`config.mk`:
```
export PLATFORM = sky130hd
export DESIGN_NAME = registerFile
export DESIGN_NICKNAME = d
export VERILOG_FILES = /design/src/datapathPkg.sv /design/src/registerFile.sv
export SDC_FILE = /design/constraint.sdc
export NUM_CORES = 1
export LEC_CHECK = 0
export BUFFER_PORTS_ARGS = -buffer_cell sky130_fd_sc_hd__buf_2
export CELL_PAD_IN_SITES_DETAIL_PLACEMENT = 1
export CELL_PAD_IN_SITES_GLOBAL_PLACEMENT = 1
export CORE_UTILIZATION = 45
export CTS_CLUSTER_DIAMETER = 120
export DETAILED_ROUTE_END_ITERATION = 8
export HOLD_SLACK_MARGIN = 0.02
export PLACE_DENSITY_LB_ADDON = 0.08
export SYNTH_ARGS = -nofsm -noshare
export SYNTH_HDL_FRONTEND = slang
export SYNTH_SLANG_ARGS = --single-unit
export TNS_END_PERCENT = 10
```
`constraint.sdc`:
```
create_clock -name Clock -period 1.8 [get_ports Clock]
set_input_delay 0.09 -clock Clock [delete_from_list [all_inputs] [get_ports Clock]]
set_output_delay 0.09 -clock Clock [all_outputs]
set_load 0.01 [all_outputs]
```
`src/datapathPkg.sv`:
```
package datapathPkg;

    localparam int maxRegisters = 16;  // widest register file the control structs can address

    typedef logic [31:0] word_t;
    typedef logic [3:0]  regIndex_t;  // register field inside IR
    typedef logic [4:0]  opcode_t;
    typedef logic [63:0] product_t;  // Z width, holds mul and div results

    // ALU opcodes, numbered as in the instruction set
    localparam opcode_t opAdd  = 5'd3;
    localparam opcode_t opSub  = 5'd4;
    localparam opcode_t opAnd  = 5'd5;
    localparam opcode_t opOr   = 5'd6;
    localparam opcode_t opShr  = 5'd7;
    localparam opcode_t opShra = 5'd8;
    localparam opcode_t opShl  = 5'd9;
    localparam opcode_t opRor  = 5'd10;
    localparam opcode_t opRol  = 5'd11;
    localparam opcode_t opMul  = 5'd15;
    localparam opcode_t opDiv  = 5'd16;
    localparam opcode_t opNeg  = 5'd17;
    localparam opcode_t opNot  = 5'd18;

    typedef struct packed {
        logic                    pcOut;
        logic                    zHighOut;
        logic                    zLowOut;
        logic                    mdrOut;
        logic                    hiOut;
        logic                    loOut;
        logic                    inPortOut;
        logic                    cOut;  // sign-extended constant from IR
        logic [maxRegisters-1:0] generalOut;  // one select per general register
    } busSources_t;

    typedef struct packed {
        logic                    pcEnable;
        logic                    incPc;  // with pcEnable, PC takes bus + 1
        logic                    irEnable;
        logic                    yEnable;
        logic                    zEnable;
        logic                    hiEnable;
        logic                    loEnable;
        logic                    marEnable;
        logic                    mdrEnable;
        logic                    inPortEnable;
        logic [maxRegisters-1:0] generalEnable;
    } loadEnables_t;

endpackage

```
`src/registerFile.sv`:
```
module registerFile #(
    parameter int numRegisters = 16
) (
    input  logic                     Clock,
    input  logic                     reset,
    input  datapathPkg::word_t       busData,
    input  logic [numRegisters-1:0]  generalEnable,
    input  logic [numRegisters-1:0]  generalOut,
    output datapathPkg::word_t       registerValue
);
    import datapathPkg::*;

    word_t registers [numRegisters];

    // each register has its own load strobe, several may load the same bus word
    always_ff @(posedge Clock) begin
        if (reset) begin
            for (int i = 0; i < numRegisters; i++) begin
                registers[i] <= '0;
            end
        end else begin
            for (int i = 0; i < numRegisters; i++) begin
                if (generalEnable[i]) begin
                    registers[i] <= busData;
                end
            end
        end
    end

    // scan from the top so the lowest selected index is written last and wins
    always_comb begin
        registerValue = '0;
        for (int i = numRegisters - 1; i >= 0; i--) begin
            if (generalOut[i]) begin
                registerValue = registers[i];
            end
        end
    end

endmodule

```
==> results of run 1 <==
## layer usage
layer  part of all wire  GRT usage
met5                  0          0
met2               0.47      0.419
met3              0.058     0.0425
met4              0.017     0.0628
met1               0.46      0.398
## power by group through the flow
stage / Sequential, W / Combinational, W / Clock, W
after floorplan: 0.0147 / 0.00152 / 0
after global placement: 0.0148 / 0.00275 / 0
after detailed placement: 0.0149 / 0.00281 / 0
after CTS: 0.0146 / 0.00300 / 0.0111
after global routing: 0.0147 / 0.00322 / 0.0115
final: 0.0146 / 0.00303 / 0.0110
## cells in the mapped netlist (3+ instances only)
master | count | area (sq um)
sky130_fd_sc_hd__o221ai_1 | 64 | 561
sky130_fd_sc_hd__nand2_1 | 34 | 128
sky130_fd_sc_hd__edfxtp_1 | 512 | 15400
sky130_fd_sc_hd__o221a_2 | 31 | 349
sky130_fd_sc_hd__o31ai_1 | 31 | 233
sky130_fd_sc_hd__a41o_1 | 31 | 310
sky130_fd_sc_hd__a21oi_1 | 4 | 20.0
sky130_fd_sc_hd__nor4bb_1 | 31 | 310
sky130_fd_sc_hd__and2_1 | 349 | 2180
sky130_fd_sc_hd__clkbuf_1 | 131 | 492
sky130_fd_sc_hd__a22oi_1 | 62 | 465
sky130_fd_sc_hd__a211oi_1 | 3 | 22.5
sky130_fd_sc_hd__o211ai_1 | 32 | 240
sky130_fd_sc_hd__a221oi_1 | 30 | 263
sky130_fd_sc_hd__inv_1 | 3 | 11.3
sky130_fd_sc_hd__or2_2 | 16 | 100
sky130_fd_sc_hd__a2111oi_2 | 30 | 450
sky130_fd_sc_hd__nor2_1 | 31 | 116
sky130_fd_sc_hd__buf_6 | 7 | 78.8
sky130_fd_sc_hd__nand3b_1 | 3 | 22.5
sky130_fd_sc_hd__o22ai_1 | 62 | 388
sky130_fd_sc_hd__buf_2 | 23 | 115
sky130_fd_sc_hd__nor2b_1 | 38 | 238
## area by class of cell
type | count | area, sq um
multi-input combinational | 901 | 7290
clock inverter | 35 | 317
sequential | 512 | 15400
timing repair buffer | 248 | 1970
antenna | 2 | 5.00
tap | 664 | 831
clock buffer | 63 | 1410
fill | 4697 | 22000
inverter | 5 | 18.8
## cells in the final DEF (no fill, tap or decap), types with 3 or more instances in the layout
cell                           n
sky130_fd_sc_hd__a22oi_1      62
sky130_fd_sc_hd__nor4bb_1     27
sky130_fd_sc_hd__inv_1         3
sky130_fd_sc_hd__clkinv_4      3
sky130_fd_sc_hd__inv_6         3
sky130_fd_sc_hd__o221a_2      31
sky130_fd_sc_hd__a221oi_1     30
sky130_fd_sc_hd__clkbuf_16    55
sky130_fd_sc_hd__o211ai_1     32
sky130_fd_sc_hd__nand3b_1      3
sky130_fd_sc_hd__clkinv_2      7
sky130_fd_sc_hd__buf_12       27
sky130_fd_sc_hd__bufinv_16     5
sky130_fd_sc_hd__nand2_1      34
sky130_fd_sc_hd__clkbuf_1      8
sky130_fd_sc_hd__nor2b_2       3
sky130_fd_sc_hd__a41o_1       31
sky130_fd_sc_hd__edfxtp_1    512
sky130_fd_sc_hd__nor4bb_4      3
sky130_fd_sc_hd__or2_2        16
sky130_fd_sc_hd__nor2b_1      35
sky130_fd_sc_hd__buf_4       122
sky130_fd_sc_hd__o221ai_1     37
sky130_fd_sc_hd__clkinvlp_4    4
sky130_fd_sc_hd__clkinv_1     13
sky130_fd_sc_hd__o22ai_1      62
sky130_fd_sc_hd__buf_2        96
sky130_fd_sc_hd__and2_1      341
sky130_fd_sc_hd__a2111oi_4    32
sky130_fd_sc_hd__o221ai_2     26
sky130_fd_sc_hd__o31ai_1      31
sky130_fd_sc_hd__and2_4       10
sky130_fd_sc_hd__nor2_1       31
## logic make-up (layout without fill, tap and decap cells)
group	after synthesis	after routing
and+or+nand+nor	517	517
DFF	512	512
AOI/OAI and AO/OA	384	384
buffers and inverters	167	351
other	0	2
## worst paths after layout
kind                            start                     endpoint  slack [ns]  cells past startpoint
min                       busData[19]  registers[1][147]$_DFFE_PP_        0.07                      3
max   registers[0][211]$_SDFFCE_PN0P_            registerValue[19]       -0.53                      5
## through the flow
stage	total power [W]	utilization	setup TNS (ns)	setup slack [ns]	instance area [sq um]
after floorplan	0.0162	-	0	0.407	22700
after global placement	0.0175	0.504	-2.83	-0.202	24800
after detailed placement	0.0177	0.504	-4.44	-0.215	24800
after CTS	0.0288	0.551	-14.00	-0.503	27100
after global routing	0.0295	0.552	-15.53	-0.575	27200
final	0.0287	0.553	-13.45	-0.526	27200
## timing repair
item,in CTS,in global routing
endpoints found under the hold margin,8,0
hold buffers,1,0
gates resized for setup,77,13
pin swaps,51,12
setup endpoints to repair,32,32
==> impl_metrics.toml, run 1 <==
[status]
run_status = "finished with violations"
failed_checks = "setup timing"

[floorplan]
placementRows = 81
core_area_sq_mm = 0.0493
floorplan.die.height_um = 226
initial_utilization = 0.460
design.die.area_sq_mm = 0.0512
die_x_um = 226
pin_count = 98

[grt]
grt_start_max_net_pins = 56
globalRouteTotalUtil = 0.270
first_global_vias = 15100
first_pass_grt_wire_length_mm = 101
grt_antenna_before_repair = 0
grt-ovfl-total = 0

[yosys]
synth_area_in_xor_xnor = 0
synth_enable_flop_cells = 512
syn-cell-area_sq_mm = 0.0227
syn_area_per_cell_sq_um = 14.3
synth.yosys.seq_area_share = 0.679
synthSimpleGateAreaFrac = 0.142
mappedNetlistNets = 1646
synth_top_family_by_area = "compound AO/OA/AOI/OAI gates"
cell_count_after_synthesis = 1580
synth-async-reset-ratio = 0
synth.mux.area_fraction = 0
synth.ff_latch_count = 512
synth_compound_gate_area_share = 0.148
synthDistinctLibCells = 39
synthAdderAreaFrac = 0
prevailing_post_synth_register_cell = "sky130_fd_sc_hd__edfxtp_1"
synth_warnings = 0

[placed_design]
post-dp-hpwl_mm = 42.4
routabilityCongestion = 0.857
numPortBuffers = 97
dp_cells = 2335

[worst_setup_path]
crit_family = "compound AO/OA/AOI/OAI gates"
cpMaxStageDelayCell = "sky130_fd_sc_hd__a2111oi_4"
path_cells = "nor4bb_4, a2111oi_4, o221ai_2, a41o_1, buf_2"
critPathMaxStageDelay_ns = 0.46
required_ns = 1.71
path_class = "register to output port"
kind_of_capture_point_of_the_worst_setup_path = "output port"
cp_num_buf_inv = 1
worstSetupStartpointType = "register"
cp_data_arrival_time_ns = 2.24
timing.critical_path.fanout_max = 1

[clock_tree]
h-tree-depth = 2
clkSlewWorstSetupHoldPaths_ns = 0.06
tritoncts_clock_tree = "done"
max-clock-path-buffers = 3
cts_num_sinks = 512
cts_buffers = 53
clockRootBuffer = "sky130_fd_sc_hd__clkbuf_16"
postCtsSetupRepairBufs = 0

[routing]
drt_pre_antenna_iters = 5
drc_errors = 0
route.vias.total = 14800
drt-vias-per-instance = 6.08
detail_route.wl_per_cell_um = 28.1
detail-route-antenna-nets = 0
drt_iter0_drc = 1574
route.final.wire_length_mm = 68.3

[timing]
setup_violation_total_in_the_final_timing_report = 32
finalHoldViolCount = 0
rsz0062_at_grt = "yes"
fin_worst_hold_slack_ns = 0.0662
max_freq_mhz = 430
finalWorstPathRequiredPeriod_ns = 2.33
final_max_slew_viol_count = 0
worst_slew_margin_rel = 0.0970
timing.final.crit_share = 1.29
max_slew.worst_pin.slew_ns = 1.35
final.setup.worst_slack_ns = -0.526

[power_and_ir_drop]
power.net_switching_w = 0.00699
p_leak_nw = 10.0
powerDensity_mw_per_mm2 = 1050
power_report.internal_total_w = 0.0217
irDropWorstVdd_mv = 0.756
power_frac_clock = 0.384
power_switching_share = 0.244
share_seq_of_total_power = 0.510
power_frac_comb = 0.106

[finish]
post_layout_nonfiller_instances = 2430
drive_above_1_share = 0.262
largest_register_ff_count = 512
largestRegisters = "registers x512"
top_register = "registers"
area.growth.synth_to_final_pct = 20.2
nets = 1787

[hold_path]
class_of_the_tightest_hold_or_removal_check = "input pin to register"

[job]
maxCapViolations = 0
Note: power is estimated with default switching activity, not from simulation.
==> run 2: changes to the inputs <==
--- a/config.mk
+++ b/config.mk
@@ -5,6 +5,7 @@
 export SDC_FILE = /design/constraint.sdc
 export NUM_CORES = 1
 export LEC_CHECK = 0
+export ABC_AREA = 1
 export BUFFER_PORTS_ARGS = -buffer_cell sky130_fd_sc_hd__buf_2
 export CELL_PAD_IN_SITES_DETAIL_PLACEMENT = 1
 export CELL_PAD_IN_SITES_GLOBAL_PLACEMENT = 1
@@ -13,6 +14,7 @@
 export DETAILED_ROUTE_END_ITERATION = 8
 export HOLD_SLACK_MARGIN = 0.02
 export PLACE_DENSITY_LB_ADDON = 0.08
+export SLEW_MARGIN = 20
 export SYNTH_ARGS = -nofsm -noshare
 export SYNTH_HDL_FRONTEND = slang
 export SYNTH_SLANG_ARGS = --single-unit
==> impl_metrics.toml, run 2 <==
[placed_design]
routabilityCongestion = 0.754
numPortBuffers = 97
post-dp-hpwl_mm = 38.5
dpl_worst_slack_ns = -0.227

[floorplan]
initial_utilization = 0.457
floorplan.die.height_um = 228
pin_count = 98
core_area_sq_mm = 0.0502
die_x_um = 228
placementRows = 82
design.die.area_sq_mm = 0.0518

[grt]
grt_start_max_net_pins = 65
grt-ovfl-total = 0
first_global_vias = 16800
globalRouteTotalUtil = 0.228
grt_antenna_before_repair = 0
first_pass_grt_wire_length_mm = 90.6

[finish]
most_frequent_cells_in_the_layout = "sky130_fd_sc_hd__edfxtp_1 (512), sky130_fd_sc_hd__nand2_1 (417), sky130_fd_sc_hd__nor2_1 (416)"
top_register = "registers"
largest_register_ff_count = 512
largestRegisters = "registers x512"
nets = 2385
antenna-diode-count = 0
drive_above_1_share = 0.210
area.growth.synth_to_final_pct = 17.6
final_common_cell = "sky130_fd_sc_hd__edfxtp_1"
num-fill-cells = 5397

[worst_setup_path]
worstSetupStartpointType = "register"
cp_num_buf_inv = 1
kind_of_capture_point_of_the_worst_setup_path = "output port"
cpMaxStageDelayCell = "sky130_fd_sc_hd__edfxtp_1"
path_class = "register to output port"
path_cells = "a21oi_2, nand2_1, nand2_1, nand2_1, nand3_2, nand3_2, nand3_2, nand3_2, nand3_2, nand3_1, nand3_1, nand3_1, nand2_1, nand2_1, nand2_1, nand2_1, buf_2"
crit_family = "simple AND/OR/NAND/NOR gates"
timing.critical_path.fanout_max = 1
cp_data_arrival_time_ns = 2.39
critPathMaxStageDelay_ns = 0.39
top_cell_by_count_worst_path = "sky130_fd_sc_hd__nand2_1"
required_ns = 1.71

[power_and_ir_drop]
share_seq_of_total_power = 0.523
irDropWorstVdd_mv = 0.800
power_report.internal_total_w = 0.0210
power_frac_clock = 0.371
power_switching_share = 0.242
powerDensity_mw_per_mm2 = 1030
power.net_switching_w = 0.00672
power_frac_comb = 0.106
report.power.total_w = 0.0277
p_leak_nw = 11.1

[yosys]
syn-cell-area_sq_mm = 0.0229
synth.most_common_cell = "sky130_fd_sc_hd__edfxtp_1"
cell_count_after_synthesis = 2223
netlist_top_cells_count = "sky130_fd_sc_hd__edfxtp_1 (512), sky130_fd_sc_hd__nand2_1 (426), sky130_fd_sc_hd__nor2_1 (416)"
syn_area_per_cell_sq_um = 10.3
yosys.area.top_type = "sky130_fd_sc_hd__edfxtp_1"
synth_warnings = 0
synth.yosys.seq_area_share = 0.671
synth-async-reset-ratio = 0
synth.ff_latch_count = 512
synth_enable_flop_cells = 512
synth_largest_type_area_fraction = 0.671
synth.area.top_cells = "sky130_fd_sc_hd__edfxtp_1 (67%), sky130_fd_sc_hd__nand2_1 (7.0%), sky130_fd_sc_hd__nor2_1 (6.8%)"
mappedNetlistNets = 2289
prevailing_post_synth_register_cell = "sky130_fd_sc_hd__edfxtp_1"
synthDistinctLibCells = 20

[clock_tree]
clkSlewWorstSetupHoldPaths_ns = 0.06
postCtsSetupRepairBufs = 0
max-clock-path-buffers = 3
clockRootBuffer = "sky130_fd_sc_hd__clkbuf_16"
cts_buffers = 55
tritoncts_clock_tree = "done"
cts_num_sinks = 512
h-tree-depth = 2

[timing]
fin_worst_hold_slack_ns = 0.0355
finalWorstPathRequiredPeriod_ns = 2.48
rsz0062_at_grt = "yes"
max_freq_mhz = 403
finalHoldViolCount = 0
max_slew.worst_pin.slew_ns = 0.863
final_max_slew_viol_count = 0
final.setup.worst_slack_ns = -0.683
worst_slew_margin_rel = 0.425
timing.final.crit_share = 1.38
setup_violation_total_in_the_final_timing_report = 32

[routing]
detail-route-antenna-nets = 0
drc_errors = 0
drt-vias-per-instance = 5.26
route.final.wire_length_mm = 57.7
drt_iter0_drc = 804
detail_route.wl_per_cell_um = 19.0
route.vias.total = 16000
drt_pre_antenna_iters = 4

[hold_path]
worst_hold_path.endpoint = "registers[1][126]$_DFFE_PP_"
hold-path-cell-count = 2
class_of_the_tightest_hold_or_removal_check = "input pin to register"
holdCritStartpoint = "generalEnable[11]"

[status]
run_status = "finished with violations"
failed_checks = "setup timing"

[job]
maxCapViolations = 0
run 2: final cells by class:
cell class	instances	area, sq um	share of cell area
Tap cell	672	841	0.0312
Inverter	138	523	0.0194
Multi-Input combinational cell	1402	6730	0.250
Sequential cell	512	15400	0.570
Timing Repair Buffer	210	1900	0.0705
Clock inverter	24	105	0.00390
Clock buffer	73	1490	0.0551
run 2: routing by layer:
metal	global-route usage	wire length (um)	part of all wire
met4	0.0595	1320	0.023
met5	0	0	0
met1	0.280	24300	0.42
met3	0.0316	1510	0.026
met2	0.419	30500	0.53
run 2: cells by family after synthesis:
| kind of cell | synth area share |
|---|---|
| flops | 0.671 |
| compound gates | 0.0361 |
| simple gates | 0.234 |
| buf+inv | 0.0593 |
run 2: worst max-delay path by stage:
stage,start,end,slack [ns],cells past startpoint
global route,registers[1][216]$_DFFE_PP_,registerValue[24],-0.91,17
finish,registers[1][199]$_DFFE_PP_,registerValue[7],-0.68,17
global placement,generalOut[14],registerValue[10],-0.21,19
floorplan,registers[1][203]$_DFFE_PP_,registerValue[11],0.37,16
detailed placement,generalOut[14],registerValue[7],-0.23,19
CTS,registers[1][196]$_DFFE_PP_,registerValue[4],-0.77,17
run 2: repair_timing:
action | CTS | global route
endpoints found under the setup margin | 32 | 32
hold endpoints to repair | 163 | 0
resized for setup | 48 | 70
hold buffers | 26 | 0
pin swaps | 39 | 61
run 2: stage by stage:
stage / cell area (sq um) / util / TNS [ns] / cells
after floorplan: 22900 / - / 0 / 2223
after global placement: 24600 / 0.489 / -4.94 / 2908
after detailed placement: 24600 / 0.489 / -5.84 / 2908
after CTS: 26600 / 0.531 / -23.37 / 3031
after global routing: 27000 / 0.537 / -27.36 / 3031
final: 27000 / 0.537 / -19.93 / 3031
run 2: power groups by stage:
stage               clock network, W  logic (W)  registers [W]
floorplan                          0    0.00177         0.0146
global placement                   0    0.00269         0.0147
detailed placement                 0    0.00280         0.0147
CTS                           0.0105    0.00292         0.0145
global route                  0.0110    0.00330         0.0146
finish                        0.0103    0.00294         0.0145
==> run 3: changes to the inputs <==
--- a/config.mk
+++ b/config.mk
@@ -7,12 +7,11 @@
 export LEC_CHECK = 0
 export ABC_AREA = 1
 export BUFFER_PORTS_ARGS = -buffer_cell sky130_fd_sc_hd__buf_2
-export CELL_PAD_IN_SITES_DETAIL_PLACEMENT = 1
-export CELL_PAD_IN_SITES_GLOBAL_PLACEMENT = 1
 export CORE_UTILIZATION = 45
 export CTS_CLUSTER_DIAMETER = 120
 export DETAILED_ROUTE_END_ITERATION = 8
 export HOLD_SLACK_MARGIN = 0.02
+export MAX_ROUTING_LAYER = met4
 export PLACE_DENSITY_LB_ADDON = 0.08
 export SLEW_MARGIN = 20
 export SYNTH_ARGS = -nofsm -noshare
==> impl_metrics.toml, run 3 (synthesis gave the netlist of run 2 again) <==
[routing]
drt_iter0_drc = 993
routed.top_layer = "met4"
dr_wl_met3_mm = 1.85
route.final.wire_length_mm = 52.6
total_routed_wire_length_on_the_met1_layer_mm = 23.3
detail-route-antenna-nets = 0
drt_pre_antenna_iters = 5
routed-wl-met2_mm = 26.4
drc_errors = 0
detail_route.wl_per_cell_um = 17.4
drt-vias-per-instance = 5.10
route.vias.total = 15400

[grt]
grt-ovfl-total = 0
grt_start_max_net_pins = 65
first_pass_grt_wire_length_mm = 83.2
globalRouteTotalUtil = 0.214
first_global_vias = 15400
grt_antenna_before_repair = 0

[power_and_ir_drop]
powerDensity_mw_per_mm2 = 1030
report.power.total_w = 0.0278
power_report.internal_total_w = 0.0211
power_frac_comb = 0.102
power_frac_clock = 0.377
p_leak_nw = 11.1
power.net_switching_w = 0.00663
power_switching_share = 0.239
irDropWorstVdd_mv = 0.751
share_seq_of_total_power = 0.521

[finish]
antenna-diode-count = 0
largest_register_ff_count = 512
largestRegisters = "registers x512"
drive_above_1_share = 0.194
nets = 2375
most_frequent_cells_in_the_layout = "sky130_fd_sc_hd__edfxtp_1 (512), sky130_fd_sc_hd__nand2_1 (421), sky130_fd_sc_hd__nor2_1 (416)"
post_layout_nonfiller_instances = 3025
final_common_cell = "sky130_fd_sc_hd__edfxtp_1"
area.growth.synth_to_final_pct = 17.2
top_register = "registers"

[clock_tree]
cts_num_sinks = 512
postCtsSetupRepairBufs = 0
max-clock-path-buffers = 3
tritoncts_clock_tree = "done"
clkSlewWorstSetupHoldPaths_ns = 0.06
clockRootBuffer = "sky130_fd_sc_hd__clkbuf_16"
h-tree-depth = 2
cts_buffers = 55

[worst_setup_path]
path_class = "register to output port"
timing.critical_path.fanout_max = 1
kind_of_capture_point_of_the_worst_setup_path = "output port"
path_cells = "a21oi_2, nand2_1, nand2_1, nand2_1, nand3_2, nand3_2, nand3_2, nand3_2, nand3_2, nand3_2, nand3_2, nand3_1, nand2_2, nand2_1, nand2_1, nand2_1, buf_2"
required_ns = 1.71
cp_data_arrival_time_ns = 2.35
crit_family = "simple AND/OR/NAND/NOR gates"
worstSetupStartpointType = "register"
cp_num_buf_inv = 1
critPathMaxStageDelay_ns = 0.38
cpMaxStageDelayCell = "sky130_fd_sc_hd__edfxtp_1"
top_cell_by_count_worst_path = "sky130_fd_sc_hd__nand3_2"

[placed_design]
routabilityCongestion = 0.741
post-dp-hpwl_mm = 33.1
dp_cells = 2887
numPortBuffers = 97

[status]
run_status = "finished with violations"
failed_checks = "setup timing"

[hold_path]
class_of_the_tightest_hold_or_removal_check = "input pin to register"

[timing]
final_max_slew_viol_count = 0
max_freq_mhz = 410
final.setup.worst_slack_ns = -0.638
finalHoldViolCount = 0
max_slew.worst_pin.slew_ns = 0.898
fin_worst_hold_slack_ns = 0.0445
finalWorstPathRequiredPeriod_ns = 2.44
setup_violation_total_in_the_final_timing_report = 32
worst_slew_margin_rel = 0.402
rsz0062_at_grt = "yes"
timing.final.crit_share = 1.35

[floorplan]
die_x_um = 228
core_area_sq_mm = 0.0502
placementRows = 82
initial_utilization = 0.457
floorplan.die.height_um = 228
design.die.area_sq_mm = 0.0518
pin_count = 98

[job]
maxCapViolations = 0
## run 3: cell count changes in the layout (fill, tap and decap cells not counted), sizes merged
cell,change
clkinv,+5
buf,-21
bufinv,+1
dlygate4sd3,+11
clkbuf,-2
## run 3: worst paths after layout
kind / startpoint / end / slack [ns] / cells after the start
hold / removal: busData[31] / registers[0][255]$_SDFFCE_PN0P_ / 0.04 / 3
setup / recovery: registers[1][218]$_DFFE_PP_ / registerValue[26] / -0.64 / 17
## run 3: metrics by stage
stage           util  setup WS, ns  setup TNS, ns  cell area, sq um
2_1_floorplan      -         0.365              0             22900
3_3_place_gp   0.486        -0.187          -4.04             24400
3_5_place_dp   0.486        -0.196          -4.68             24400
4_1_cts        0.528        -0.722         -21.83             26500
5_1_grt        0.535        -0.824         -25.77             26900
6_report       0.535        -0.638         -18.67             26900
## run 3: power groups by stage
| stage | combinational (W) | clock, W | sequential [W] |
|---|---|---|---|
| floorplan | 0.00177 | 0 | 0.0146 |
| global placement | 0.00265 | 0 | 0.0147 |
| detailed placement | 0.00270 | 0 | 0.0147 |
| CTS | 0.00280 | 0.0106 | 0.0145 |
| global route | 0.00319 | 0.0111 | 0.0146 |
| finish | 0.00283 | 0.0105 | 0.0145 |
## run 3: final cells by class
type / instances / area, sq um
Inverter: 138 / 523
Tap cell: 672 / 841
Fill cell: 4352 / 23300
Sequential cell: 512 / 15400
Clock buffer: 71 / 1480
Multi-Input combinational cell: 1402 / 6660
Timing Repair Buffer: 200 / 1830
Clock inverter: 30 / 154
## run 3: repair_timing
item	4_1_cts	5_1_grt
hold buffers	37	0
hold endpoints to repair	233	0
setup endpoints to repair	32	32
resized for setup	27	74
pin swaps	23	50
## run 3: per-layer routing
layer,vias to the layer above,track usage
li1,7569,-
met1,7556,0.269
met2,235,0.365
met3,79,0.0318
met4,0,0.0528
met5,-,-
